### src/rtl/rv_isa_pkg.sv
package rv_isa_pkg;

	localparam int xlen = 32;

	typedef logic [xlen-1:0] word_t;
	typedef logic [31:0] instr_t;
	typedef logic [4:0] reg_addr_t;

	// Major opcodes of the supported subset
	localparam logic [6:0] op_reg = 7'b0110011;
	localparam logic [6:0] op_imm = 7'b0010011;
	localparam logic [6:0] op_lui = 7'b0110111;
	localparam logic [6:0] op_auipc = 7'b0010111;
	localparam logic [6:0] op_load = 7'b0000011;
	localparam logic [6:0] op_store = 7'b0100011;

	// ALU funct3 values
	// add and sub share one, as do srl and sra
	localparam logic [2:0] f3_add = 3'b000;
	localparam logic [2:0] f3_sll = 3'b001;
	localparam logic [2:0] f3_slt = 3'b010;
	localparam logic [2:0] f3_sltu = 3'b011;
	localparam logic [2:0] f3_xor = 3'b100;
	localparam logic [2:0] f3_srl = 3'b101;
	localparam logic [2:0] f3_or = 3'b110;
	localparam logic [2:0] f3_and = 3'b111;

	// ADDI x0,x0,0
	localparam instr_t nop_instr = 32'h0000_0013;

endpackage

### src/rtl/pipe_pkg.sv
package pipe_pkg;

	typedef logic [3:0] alu_op_t;

	localparam alu_op_t alu_add = 4'd0;
	localparam alu_op_t alu_sub = 4'd1;
	localparam alu_op_t alu_sll = 4'd2;
	localparam alu_op_t alu_slt = 4'd3;
	localparam alu_op_t alu_sltu = 4'd4;
	localparam alu_op_t alu_xor = 4'd5;
	localparam alu_op_t alu_srl = 4'd6;
	localparam alu_op_t alu_sra = 4'd7;
	localparam alu_op_t alu_or = 4'd8;
	localparam alu_op_t alu_and = 4'd9;

	localparam rv_isa_pkg::word_t reset_pc = 32'h0000_0000;

	// Decode to execute bundle
	typedef struct packed {
		logic valid;
		rv_isa_pkg::word_t pc;
		rv_isa_pkg::reg_addr_t rd;
		rv_isa_pkg::reg_addr_t rs1;
		rv_isa_pkg::reg_addr_t rs2;
		rv_isa_pkg::word_t rs1_val;
		rv_isa_pkg::word_t rs2_val;
		rv_isa_pkg::word_t imm;
		alu_op_t alu_op;
		logic use_imm;
		logic use_pc;
		logic zero_a;
		logic write_reg;
		logic mem_read;
		logic mem_write;
	} decoded_t;

	typedef struct packed {
		logic en;
		rv_isa_pkg::reg_addr_t rd;
		rv_isa_pkg::word_t data;
	} reg_write_t;

endpackage

### src/rtl/register_file.sv
`timescale 1ns/10ps

module register_file (
	input logic clk,
	input rv_isa_pkg::reg_addr_t rd_addr_a,
	input rv_isa_pkg::reg_addr_t rd_addr_b,
	output rv_isa_pkg::word_t rd_data_a,
	output rv_isa_pkg::word_t rd_data_b,
	input pipe_pkg::reg_write_t wb_write
);

	// x0 has no storage
	rv_isa_pkg::word_t regs [1:31];

	function automatic rv_isa_pkg::word_t read_port(input rv_isa_pkg::reg_addr_t addr);
		if (addr == '0) begin
			read_port = '0;
		end else if (wb_write.en && wb_write.rd == addr) begin
			read_port = wb_write.data;
		end else begin
			read_port = regs[addr];
		end
	endfunction

	always_ff @(posedge clk) begin
		if (wb_write.en && wb_write.rd != '0) begin
			regs[wb_write.rd] <= wb_write.data;
		end
	end

	// Write-back in the same cycle is seen by decode
	always_comb begin
		rd_data_a = read_port(rd_addr_a);
		rd_data_b = read_port(rd_addr_b);
	end

endmodule

### src/rtl/fetch_decode.sv
`timescale 1ns/10ps

module fetch_decode (
	input logic clk,
	input logic reset,
	output rv_isa_pkg::word_t fetch_addr,
	input rv_isa_pkg::instr_t fetch_instr,
	output rv_isa_pkg::reg_addr_t rd_addr_a,
	output rv_isa_pkg::reg_addr_t rd_addr_b,
	input rv_isa_pkg::word_t rd_data_a,
	input rv_isa_pkg::word_t rd_data_b,
	output pipe_pkg::decoded_t id_ex
);

	rv_isa_pkg::word_t pc;
	logic if_valid;
	rv_isa_pkg::word_t if_pc;
	rv_isa_pkg::instr_t if_instr;

	logic [6:0] opcode;
	logic [2:0] funct3;
	logic alt;
	pipe_pkg::alu_op_t alu_op;
	rv_isa_pkg::word_t imm_i;
	rv_isa_pkg::word_t imm_s;
	rv_isa_pkg::word_t imm_u;
	pipe_pkg::decoded_t dec;

	always_ff @(posedge clk) begin
		if (reset) begin
			pc <= pipe_pkg::reset_pc;
			if_valid <= 1'b0;
		end else begin
			pc <= pc + 32'd4;
			if_valid <= 1'b1;
		end
		if_pc <= pc;
		if_instr <= fetch_instr;
	end

	assign fetch_addr = pc;

	assign opcode = if_instr[6:0];
	assign funct3 = if_instr[14:12];
	assign alt = if_instr[30];
	assign rd_addr_a = if_instr[19:15];
	assign rd_addr_b = if_instr[24:20];

	assign imm_i = {{20{if_instr[31]}}, if_instr[31:20]};
	assign imm_s = {{20{if_instr[31]}}, if_instr[31:25], if_instr[11:7]};
	assign imm_u = {if_instr[31:12], 12'b0};

	// Loads, stores and upper immediates all add
	always_comb begin
		alu_op = pipe_pkg::alu_add;
		if (opcode == rv_isa_pkg::op_reg || opcode == rv_isa_pkg::op_imm) begin
			case (funct3)
				rv_isa_pkg::f3_add: alu_op = (opcode == rv_isa_pkg::op_reg && alt) ?
					pipe_pkg::alu_sub : pipe_pkg::alu_add;
				rv_isa_pkg::f3_sll: alu_op = pipe_pkg::alu_sll;
				rv_isa_pkg::f3_slt: alu_op = pipe_pkg::alu_slt;
				rv_isa_pkg::f3_sltu: alu_op = pipe_pkg::alu_sltu;
				rv_isa_pkg::f3_xor: alu_op = pipe_pkg::alu_xor;
				rv_isa_pkg::f3_srl: alu_op = alt ? pipe_pkg::alu_sra : pipe_pkg::alu_srl;
				rv_isa_pkg::f3_or: alu_op = pipe_pkg::alu_or;
				rv_isa_pkg::f3_and: alu_op = pipe_pkg::alu_and;
				default: alu_op = pipe_pkg::alu_add;
			endcase
		end
	end

	always_comb begin
		dec = '0;
		dec.valid = if_valid;
		dec.pc = if_pc;
		dec.rd = if_instr[11:7];
		dec.rs1 = rd_addr_a;
		dec.rs2 = rd_addr_b;
		dec.rs1_val = rd_data_a;
		dec.rs2_val = rd_data_b;
		dec.alu_op = alu_op;
		case (opcode)
			rv_isa_pkg::op_reg: begin
				dec.write_reg = 1'b1;
			end
			rv_isa_pkg::op_imm: begin
				dec.imm = imm_i;
				dec.use_imm = 1'b1;
				dec.write_reg = 1'b1;
			end
			rv_isa_pkg::op_lui: begin
				dec.imm = imm_u;
				dec.use_imm = 1'b1;
				dec.zero_a = 1'b1;
				dec.write_reg = 1'b1;
			end
			rv_isa_pkg::op_auipc: begin
				dec.imm = imm_u;
				dec.use_imm = 1'b1;
				dec.use_pc = 1'b1;
				dec.write_reg = 1'b1;
			end
			rv_isa_pkg::op_load: begin
				dec.imm = imm_i;
				dec.use_imm = 1'b1;
				dec.write_reg = 1'b1;
				dec.mem_read = 1'b1;
			end
			rv_isa_pkg::op_store: begin
				dec.imm = imm_s;
				dec.use_imm = 1'b1;
				dec.mem_write = 1'b1;
			end
			// Anything else flows through as a no-op
			default: ;
		endcase
	end

	always_ff @(posedge clk) begin
		id_ex <= dec;
		if (reset) begin
			id_ex.valid <= 1'b0;
		end
	end

	a_fetch_aligned: assert property (
		@(posedge clk) disable iff (reset) fetch_addr[1:0] == 2'b00
	);

endmodule

### src/rtl/execute_memory.sv
`timescale 1ns/10ps

module execute_memory (
	input logic clk,
	input logic reset,
	input pipe_pkg::decoded_t id_ex,
	output rv_isa_pkg::word_t data_addr,
	output rv_isa_pkg::word_t data_wdata,
	output logic data_write,
	output logic data_read,
	input rv_isa_pkg::word_t data_rdata,
	output pipe_pkg::reg_write_t wb_write
);

	rv_isa_pkg::word_t fwd_a;
	rv_isa_pkg::word_t fwd_b;
	rv_isa_pkg::word_t op_a;
	rv_isa_pkg::word_t op_b;
	rv_isa_pkg::word_t alu_result;

	// Memory stage
	logic mem_valid;
	rv_isa_pkg::reg_addr_t mem_rd;
	rv_isa_pkg::word_t mem_result;
	rv_isa_pkg::word_t mem_store_data;
	logic mem_write_reg;
	logic mem_load;
	logic mem_store;
	logic mem_hit;
	rv_isa_pkg::word_t mem_value;

	assign mem_hit = mem_valid && mem_write_reg && (mem_rd != '0);
	// Load data arrives in the same cycle
	assign mem_value = mem_load ? data_rdata : mem_result;

	// Newest producer wins
	function automatic rv_isa_pkg::word_t forward(
		input rv_isa_pkg::reg_addr_t src,
		input rv_isa_pkg::word_t carried
	);
		if (mem_hit && mem_rd == src) begin
			forward = mem_value;
		end else if (wb_write.en && wb_write.rd == src) begin
			forward = wb_write.data;
		end else begin
			forward = carried;
		end
	endfunction

	always_comb begin
		fwd_a = forward(id_ex.rs1, id_ex.rs1_val);
		fwd_b = forward(id_ex.rs2, id_ex.rs2_val);
		if (id_ex.zero_a) begin
			op_a = '0;
		end else if (id_ex.use_pc) begin
			op_a = id_ex.pc;
		end else begin
			op_a = fwd_a;
		end
		op_b = id_ex.use_imm ? id_ex.imm : fwd_b;
	end

	always_comb begin
		case (id_ex.alu_op)
			pipe_pkg::alu_add: alu_result = op_a + op_b;
			pipe_pkg::alu_sub: alu_result = op_a - op_b;
			pipe_pkg::alu_sll: alu_result = op_a << op_b[4:0];
			pipe_pkg::alu_slt: alu_result = {31'b0, $signed(op_a) < $signed(op_b)};
			pipe_pkg::alu_sltu: alu_result = {31'b0, op_a < op_b};
			pipe_pkg::alu_xor: alu_result = op_a ^ op_b;
			pipe_pkg::alu_srl: alu_result = op_a >> op_b[4:0];
			pipe_pkg::alu_sra: alu_result = $unsigned($signed(op_a) >>> op_b[4:0]);
			pipe_pkg::alu_or: alu_result = op_a | op_b;
			pipe_pkg::alu_and: alu_result = op_a & op_b;
			default: alu_result = op_a + op_b;
		endcase
	end

	always_ff @(posedge clk) begin
		if (reset) begin
			mem_valid <= 1'b0;
		end else begin
			mem_valid <= id_ex.valid;
		end
		mem_rd <= id_ex.rd;
		mem_result <= alu_result;
		mem_store_data <= fwd_b;
		mem_write_reg <= id_ex.write_reg;
		mem_load <= id_ex.mem_read;
		mem_store <= id_ex.mem_write;
	end

	assign data_addr = mem_result;
	assign data_wdata = mem_store_data;
	assign data_write = mem_valid && mem_store;
	assign data_read = mem_valid && mem_load;

	always_ff @(posedge clk) begin
		if (reset) begin
			wb_write.en <= 1'b0;
		end else begin
			wb_write.en <= mem_hit;
		end
		wb_write.rd <= mem_rd;
		wb_write.data <= mem_value;
	end

	a_one_strobe: assert property (
		@(posedge clk) disable iff (reset) !(data_read && data_write)
	);

endmodule

### src/rtl/riscv_core.sv
`timescale 1ns/10ps

module riscv_core (
	input logic clk,
	input logic reset,
	output rv_isa_pkg::word_t fetch_addr,
	input rv_isa_pkg::instr_t fetch_instr,
	output rv_isa_pkg::word_t data_addr,
	output rv_isa_pkg::word_t data_wdata,
	output logic data_write,
	output logic data_read,
	input rv_isa_pkg::word_t data_rdata
);

	rv_isa_pkg::reg_addr_t rd_addr_a;
	rv_isa_pkg::reg_addr_t rd_addr_b;
	rv_isa_pkg::word_t rd_data_a;
	rv_isa_pkg::word_t rd_data_b;
	pipe_pkg::decoded_t id_ex;
	pipe_pkg::reg_write_t wb_write;

	fetch_decode fetch_decode_i (
		.clk(clk),
		.reset(reset),
		.fetch_addr(fetch_addr),
		.fetch_instr(fetch_instr),
		.rd_addr_a(rd_addr_a),
		.rd_addr_b(rd_addr_b),
		.rd_data_a(rd_data_a),
		.rd_data_b(rd_data_b),
		.id_ex(id_ex)
	);

	register_file register_file_i (
		.clk(clk),
		.rd_addr_a(rd_addr_a),
		.rd_addr_b(rd_addr_b),
		.rd_data_a(rd_data_a),
		.rd_data_b(rd_data_b),
		.wb_write(wb_write)
	);

	execute_memory execute_memory_i (
		.clk(clk),
		.reset(reset),
		.id_ex(id_ex),
		.data_addr(data_addr),
		.data_wdata(data_wdata),
		.data_write(data_write),
		.data_read(data_read),
		.data_rdata(data_rdata),
		.wb_write(wb_write)
	);

endmodule

### config.mk
export PLATFORM = sky130hd
export DESIGN_NAME = riscv_core
export DESIGN_NICKNAME = d
export VERILOG_FILES = /design/src/rtl/rv_isa_pkg.sv /design/src/rtl/pipe_pkg.sv /design/src/rtl/register_file.sv /design/src/rtl/fetch_decode.sv /design/src/rtl/execute_memory.sv /design/src/rtl/riscv_core.sv
export SDC_FILE = /design/constraint.sdc
export NUM_CORES = 2
export LEC_CHECK = 0
export BUFFER_PORTS_ARGS = -buffer_cell sky130_fd_sc_hd__buf_2
export CAP_MARGIN = 5
export CELL_PAD_IN_SITES_DETAIL_PLACEMENT = 0
export CELL_PAD_IN_SITES_GLOBAL_PLACEMENT = 1
export CORE_MARGIN = 2
export CORE_UTILIZATION = 48
export CTS_CLUSTER_DIAMETER = 50
export DETAILED_ROUTE_END_ITERATION = 10
export MAX_ROUTING_LAYER = met4
export PLACE_DENSITY_LB_ADDON = 0.08
export SLEW_MARGIN = 20
export SYNTH_ARGS = -nofsm -noshare
export SYNTH_HDL_FRONTEND = slang
export SYNTH_SLANG_ARGS = --single-unit
### constraint.sdc
create_clock -name clk -period 5.4 [get_ports clk]
set_clock_uncertainty 0.15 [all_clocks]
set_input_delay 0.54 -clock clk [delete_from_list [all_inputs] [get_ports clk]]
set_output_delay 0.54 -clock clk [all_outputs]
set_load 0.005 [all_outputs]
Word-level counts from Yosys, hierarchy flattened --
Memory sizes are Yosys's and may differ from the RTL's. A register that Yosys moved wholly into a read port is not among the register bits. Index checks and enable logic that the tools add are counted.
Storage, ports and cells: memory bits (writable) 992, bits of input ports 66, register bits after elaboration 298, output and inout bits 98, memories 1, logic and storage cells 107
Operators by class: muxes and demuxes 22, reductions and logical operators 20, order comparisons 2, bitwise operators 3, $add $sub $neg 3, shift-type cells 3, equality and inequality tests 26
Memories:
- register_file_i.regs | words 31, width 32, read ports 2, clocked after memory_dff 2, write ports 1, line register_file.sv:13 | rv_isa_pkg::word_t regs [1:31];
Operators by type and width (count):
- 32-bit case mux with 9 select lines | 1
- 32-bit two-way mux | 8
- 32-bit case mux with 3 select lines | 1
- 32-bit < comparator | 2
- 32-bit by 3-bit adder with 32-bit output (second input constant) | 1
- 32-bit adder | 1
- 32-bit bitwise AND | 1
- 32-bit OR | 1
- 4-bit case mux with 8 select lines | 1
- 32-bit by 5-bit left shift with 32-bit output | 1
- 32-bit by 5-bit >> shifter with 32-bit output | 1
- 32-bit by 5-bit >>> shifter with 32-bit output | 1
- 32-bit subtractor | 1
- 32-bit XOR | 1
- 7-bit by 6-bit == test with 1-bit output (second input constant) | 3
- 5-bit == test | 4
- 4-bit by 3-bit == test with 1-bit output (second input constant) | 4
- 7-bit by 5-bit == test with 1-bit output (second input constant) | 2
- 3-bit == test (second input constant) | 4
- 1-bit two-way mux | 11
- 1-bit logical AND | 10
- 5-bit logical NOT | 2
- 5-bit nonzero test | 2
- 5-bit OR reduction | 2
- 9 further kinds | 13

Depth between registers and ports, before layout --
depth after elaboration 8, mapped depth 22, depth with buffers taken out 19

Hierarchy --
Synthesis repeated with hierarchy kept, for this count alone.
Unflattened totals: cell total of the unflattened synthesis 5090, area total of the unflattened synthesis 67302.0 um^2
Modules (own cells, without submodules):
- register_file | cells each 2759, times used 1, sequential area each 29788.6 um^2, area an instance 47200.3 um^2
- execute_memory | cells each 1862, times used 1, sequential area each 2222.1 um^2, area an instance 13857.0 um^2
- fetch_decode | cells each 469, times used 1, sequential area each 4904.7 um^2, area an instance 6244.7 um^2

Worst setup path after synthesis --
Ideal clock, no wire load.
kind flip-flop to flip-flop, from register, netlist name execute_memory_i.wb_write[33], to register execute_memory_i.mem_result[29] (netlist: execute_memory_i.data_addr[29]), library setup time 124 ps, path buffers 3, stages on the path, launching flop included 22, arrival time 5412 ps, path slack -286 ps, clock period less this slack 5686 ps, required time 5126 ps, cell sequence dfxtp_1 > buf_4 > xnor2_1 > nand2_1 > nor2_1 > clkbuf_1 > mux2i_1 > o21ai_0 > mux2i_1 > ha_1 > clkbuf_1 > a21o_1 > a211o_1 > a31o_2 > a21oi_1 > a31oi_1 > a311o_1 > o31ai_1 > o31a_1 > o22a_1 > a21oi_1 > a2111o_1
Between the ends: elaborated cells on any way between the ends 20, classes of those cells 2 x add/sub; 2 x eq/ne; 3 x shift; 8 x mux; 3 x bitwise; 2 x reduce/logical
RTL lines:
- 5-bit == test (*) | line execute_memory.sv:43 | end else if (wb_write.en && wb_write.rd == src) begin
- 1-bit logical AND (*) | line execute_memory.sv:43
- 32-bit two-way mux (*) | line execute_memory.sv:43
- 32-bit two-way mux (*) | line execute_memory.sv:41 | if (mem_hit && mem_rd == src) begin
- via execute_memory_i.fwd_b[10] | line execute_memory.sv:16 | rv_isa_pkg::word_t fwd_b;
- 32-bit two-way mux (*) | line execute_memory.sv:60 | op_b = id_ex.use_imm ? id_ex.imm : fwd_b;
- 32-bit adder or 32-bit subtractor (tied branches) | line execute_memory.sv:65, execute_memory.sv:75, execute_memory.sv:66
- 32-bit case mux with 9 select lines (*) | line execute_memory.sv:64 | case (id_ex.alu_op)
- via execute_memory_i.alu_result[29] | line execute_memory.sv:19 | rv_isa_pkg::word_t alu_result;
- to (signal assigned) | line execute_memory.sv:86 | mem_result <= alu_result;
- to (decl) | line execute_memory.sv:24 | rv_isa_pkg::word_t mem_result;
Mark *: on every way through the listed nets, which the timed path passes. The rest lies on a longest branch. A chain may end at the register's enable or synchronous reset.

Worst setup path in the final report --
from register execute_memory_i.mem_rd[0], to register execute_memory_i.mem_result[29] (netlist: execute_memory_i.data_addr[29])
Between the ends: cells in the longest elaborated chain, start to end 8, elaborated cells on any way between the ends 20, classes of those cells 2 x add/sub; 2 x eq/ne; 3 x shift; 6 x mux; 3 x bitwise; 4 x reduce/logical
RTL lines:
- from (decl) | line execute_memory.sv:23 | rv_isa_pkg::reg_addr_t mem_rd;
- from (signal assigned) | line execute_memory.sv:85 | mem_rd <= id_ex.rd;
- 5-bit nonzero test | line execute_memory.sv:32 | assign mem_hit = mem_valid && mem_write_reg && (mem_rd != '0);
- 1-bit logical AND | line execute_memory.sv:32
- 1-bit logical AND | line execute_memory.sv:41
- 32-bit two-way mux | line execute_memory.sv:41
- 32-bit two-way mux | line execute_memory.sv:55 | end else if (id_ex.use_pc) begin
- 32-bit two-way mux | line execute_memory.sv:53 | if (id_ex.zero_a) begin
- 32-bit adder (tied with other cells) | line execute_memory.sv:65, execute_memory.sv:75
- 32-bit case mux with 9 select lines (*) | line execute_memory.sv:64
- via execute_memory_i.alu_result[29] | line execute_memory.sv:19
Marked as above.

==> metrics.log <==
INFO  metric synth-main-ff-cell = sky130_fd_sc_hd__edfxtp_1
INFO  metric total_leakage_power = 27.7 nW
INFO  metric drt_pre_antenna_iters = 5
INFO  metric design_area = 0.0773 mm^2
INFO  metric design.core.area = 0.136 mm^2
INFO  metric synth.top_cells.by_count = sky130_fd_sc_hd__edfxtp_1 (992), sky130_fd_sc_hd__mux2i_1 (439), sky130_fd_sc_hd__mux4_2 (434)
INFO  metric synth_enable_flop_cells = 992
INFO  metric timing.final.crit_period = 5330 ps
INFO  metric synth_cell_types = 93
INFO  metric antenna_violating_nets_post_route = 0
INFO  metric yosysSeqAreaShare = 0.562
INFO  metric finalHoldViolations = 0
INFO  metric drt_first_iter_violations = 5707
INFO  metric cts_tree = yes
INFO  metric cts.path.max_buffers = 3
INFO  metric worst_pin_slew = 1210 ps
INFO  metric end_kind = flop
INFO  metric port_buffers = 161
INFO  metric yosysMostFrequentCell = sky130_fd_sc_hd__edfxtp_1
INFO  metric insertion_delay = 800 ps
INFO  metric clkSlewWorstSetupHoldPaths = 60 ps
INFO  metric dieArea = 0.140 mm^2
INFO  metric overflow = 0
INFO  metric top_regs = register_file_i.regs (992), fetch_decode_i.id_ex (152), execute_memory_i.wb_write (38)
INFO  metric via_per_inst = 6.54
INFO  metric setup_repair_after_global_routing_missed_its_margin = yes
INFO  metric ioPinCount = 164
INFO  metric startpoint_type = flop
INFO  metric core.rowCount = 135
INFO  metric cts-root-buf = sky130_fd_sc_hd__clkbuf_16
INFO  metric placed_area = 0.0713 mm^2
INFO  metric vias = 46024
INFO  metric nets_final = 5288
INFO  metric cts.sinks = 1348
INFO  metric ys.warnings.count = 0
INFO  metric slew_limit_headroom = 0.191
INFO  metric yosys_register_bits = 1348
INFO  metric finalWorstSetupSlack = 66.2 ps
INFO  metric worstHoldPathType = input pin to flop
INFO  metric power.ir.vdd_worst = 0.341 mV
INFO  metric drt_wl_total = 243000 um
INFO  metric cellPowerDensity = 378 mW/mm^2
INFO  metric fin_crit_sh = 0.988
INFO  metric post_layout_nonfiller_instances = 7038
INFO  metric fmaxAchievable = 0.187 GHz
INFO  metric largest_register_ffs = 992
INFO  metric timing.rr.end = execute_memory_i.data_addr[29]
INFO  metric die_w = 374 um
INFO  metric number_of_antenna_violations_at_the_first_check_in_global_routing = 9
INFO  metric worst_hold_margin = 32.1 ps
INFO  metric post-place-cells = 6698
INFO  metric rrSetupSlack = 70 ps
INFO  metric routed_wire_length_per_instance = 34.5 um
INFO  metric hpwl = 164000 um
INFO  metric fraction_of_final_layout_cells_with_drive_strength_greater_than_1 = 0.288
INFO  metric synth.cell_area = 0.0657 mm^2
INFO  metric start_util = 0.484
INFO  metric drt_drc_violations_left = 0
INFO  metric synth_top_cells_by_area = sky130_fd_sc_hd__edfxtp_1 (45%), sky130_fd_sc_hd__mux4_2 (15%), sky130_fd_sc_hd__dfxtp_1 (11%), sky130_fd_sc_hd__mux2i_1 (6.7%), sky130_fd_sc_hd__nor2_1 (2.0%)
INFO  metric timing.setup.critical_path_class = flop to flop
INFO  metric postSynth.asyncResetShare = 0
INFO  metric worst-path-max-fanout = 10
INFO  metric htree_levels = 4
INFO  metric pwr_total = 29.2 mW
INFO  metric grt_util_all_layers = 0.354
INFO  metric global_route_wire_length_before_repair = 340000 um
INFO  metric timing.hold.worst.start = data_rdata[3]
INFO  metric areaGrowthSynthToFinish = 17.6%
INFO  metric synth_largest_type_area_fraction = 0.453
INFO  metric utilization = 0.570
INFO  metric hold-path-cell-count = 2
INFO  metric via_count_of_the_first_global_routing_pass = 44994
INFO  metric r2r_start = execute_memory_i.mem_rd[0]
INFO  metric timing.max_cap.violations = 0
INFO  metric run_status = finished, final reports clean
INFO  metric cp_data_required_time = 5930 ps
INFO  metric die-height = 374 um
INFO  metric reg2regPathDepth = 21
INFO  metric cp.arrival = 5860 ps
INFO  metric dp_slack = -183 ps
INFO  metric maxSlewViolCount = 0
INFO  metric cell_taking_the_most_area_after_synthesis = sky130_fd_sc_hd__edfxtp_1
INFO  metric finalWeightedCongestion = 1.03
INFO  metric postSynthCellCount = 4654
INFO  metric timing.hold.worst_endpoint = execute_memory_i.wb_write[3]
INFO  metric totalNegativeSetupSlack = 0 ps
INFO  metric registers.top_by_ff_count = register_file_i.regs
INFO  metric maximum_number_of_pins_on_one_net_before_global_route_repair = 71
INFO  metric tritoncts_buffer_count = 154
INFO  metric syn_avg_cell_area = 14.1 um^2
INFO  metric setup_viol_count_final = 0
## metal layers
metal / vias up / GRT usage / wire (um) / part of all wire
met5: - / - / 0 / 0
met4: 0 / 0.152 / 12000 / 0.049
met3: 505 / 0.0567 / 19900 / 0.082
met2: 2319 / 0.531 / 111000 / 0.46
met1: 23700 / 0.479 / 99700 / 0.41
li1: 19500 / - / - / -
## layout make-up
class                           count  area (um^2)
Clock buffer                      204         4320
Clock inverter                     80          800
Multi-Input combinational cell   2865        27600
Inverter                           92          350
Tap cell                         1781         2230
Fill cell                       10914        58300
Timing Repair Buffer              661         4980
Sequential cell                  1348        37000
Antenna cell                        7         17.5
## power breakdown
group	internal, mW	switching [mW]
Clock	6.12	4.37
Sequential	12.3	0.428
Combinational	2.06	3.92
## cell families (layout without fill, tap and decap cells)
family / after synthesis / count (layout) / share of synthesized area
muxes: 948 / 948 / 0.229
adders and majority gates: 100 / 100 / 0.0193
AOI/OAI and AO/OA: 979 / 979 / 0.101
and+or+nand+nor: 765 / 765 / 0.0524
buffers and inverters: 442 / 1037 / 0.0270
xor gates and xnor gates: 71 / 71 / 0.00946
other: 1 / 9 / 0.0000571
DFF: 1348 / 1348 / 0.562
## cell usage in the layout, fill, tap and decap left out, drive strengths merged, types with 153 or more instances in the layout
master	synthesis	final
buf	123	615
dfxtp	356	356
nor2	355	355
edfxtp	992	992
a21oi	256	256
mux2i	442	442
clkbuf	227	204
o21ai	153	153
nand2	161	161
mux4	434	434
## worst max path at each step
stage / cells after the start / endpoint / startpoint / slack [ps]
after detailed placement: 24 / execute_memory_i.data_addr[29] / execute_memory_i.mem_rd[2] / -180
after floorplan: 22 / execute_memory_i.data_addr[29] / execute_memory_i.mem_rd[0] / 7
final: 21 / execute_memory_i.data_addr[29] / execute_memory_i.mem_rd[0] / 70
after global routing: 23 / execute_memory_i.data_addr[29] / execute_memory_i.mem_rd[2] / -100
after CTS: 23 / execute_memory_i.data_addr[18] / execute_memory_i.mem_rd[0] / 4
after global placement: 26 / execute_memory_i.data_addr[18] / execute_memory_i.mem_rd[2] / -140
## worst max-delay path, stage by stage (launching register included)
cell,delay [ps]
sky130_fd_sc_hd__dfxtp_1,310
sky130_fd_sc_hd__or4_4,580
sky130_fd_sc_hd__o211ai_4,270
sky130_fd_sc_hd__nor2_4,90
sky130_fd_sc_hd__buf_12,150
sky130_fd_sc_hd__a32o_1,210
sky130_fd_sc_hd__a21oi_1,170
sky130_fd_sc_hd__inv_1,110
sky130_fd_sc_hd__ha_1,300
sky130_fd_sc_hd__nor2_1,50
sky130_fd_sc_hd__o31a_1,270
sky130_fd_sc_hd__a2111oi_2,350
sky130_fd_sc_hd__buf_4,190
sky130_fd_sc_hd__o21ai_0,120
sky130_fd_sc_hd__buf_4,180
sky130_fd_sc_hd__a31oi_4,220
sky130_fd_sc_hd__a311o_1,310
sky130_fd_sc_hd__o31ai_4,90
sky130_fd_sc_hd__o31a_1,370
sky130_fd_sc_hd__a221oi_2,250
sky130_fd_sc_hd__a21oi_1,90
sky130_fd_sc_hd__a2111o_1,400
## repair_timing
item | in CTS | in global routing
setup endpoints to repair | 8 | 15
pin swaps | 0 | 13
hold buffers | 46 | 0
buffers inserted | 0 | 4
hold endpoints to repair | 46 | 0
resized for setup | 12 | 59
No activity file was read; power rests on OpenSTA's default activity.
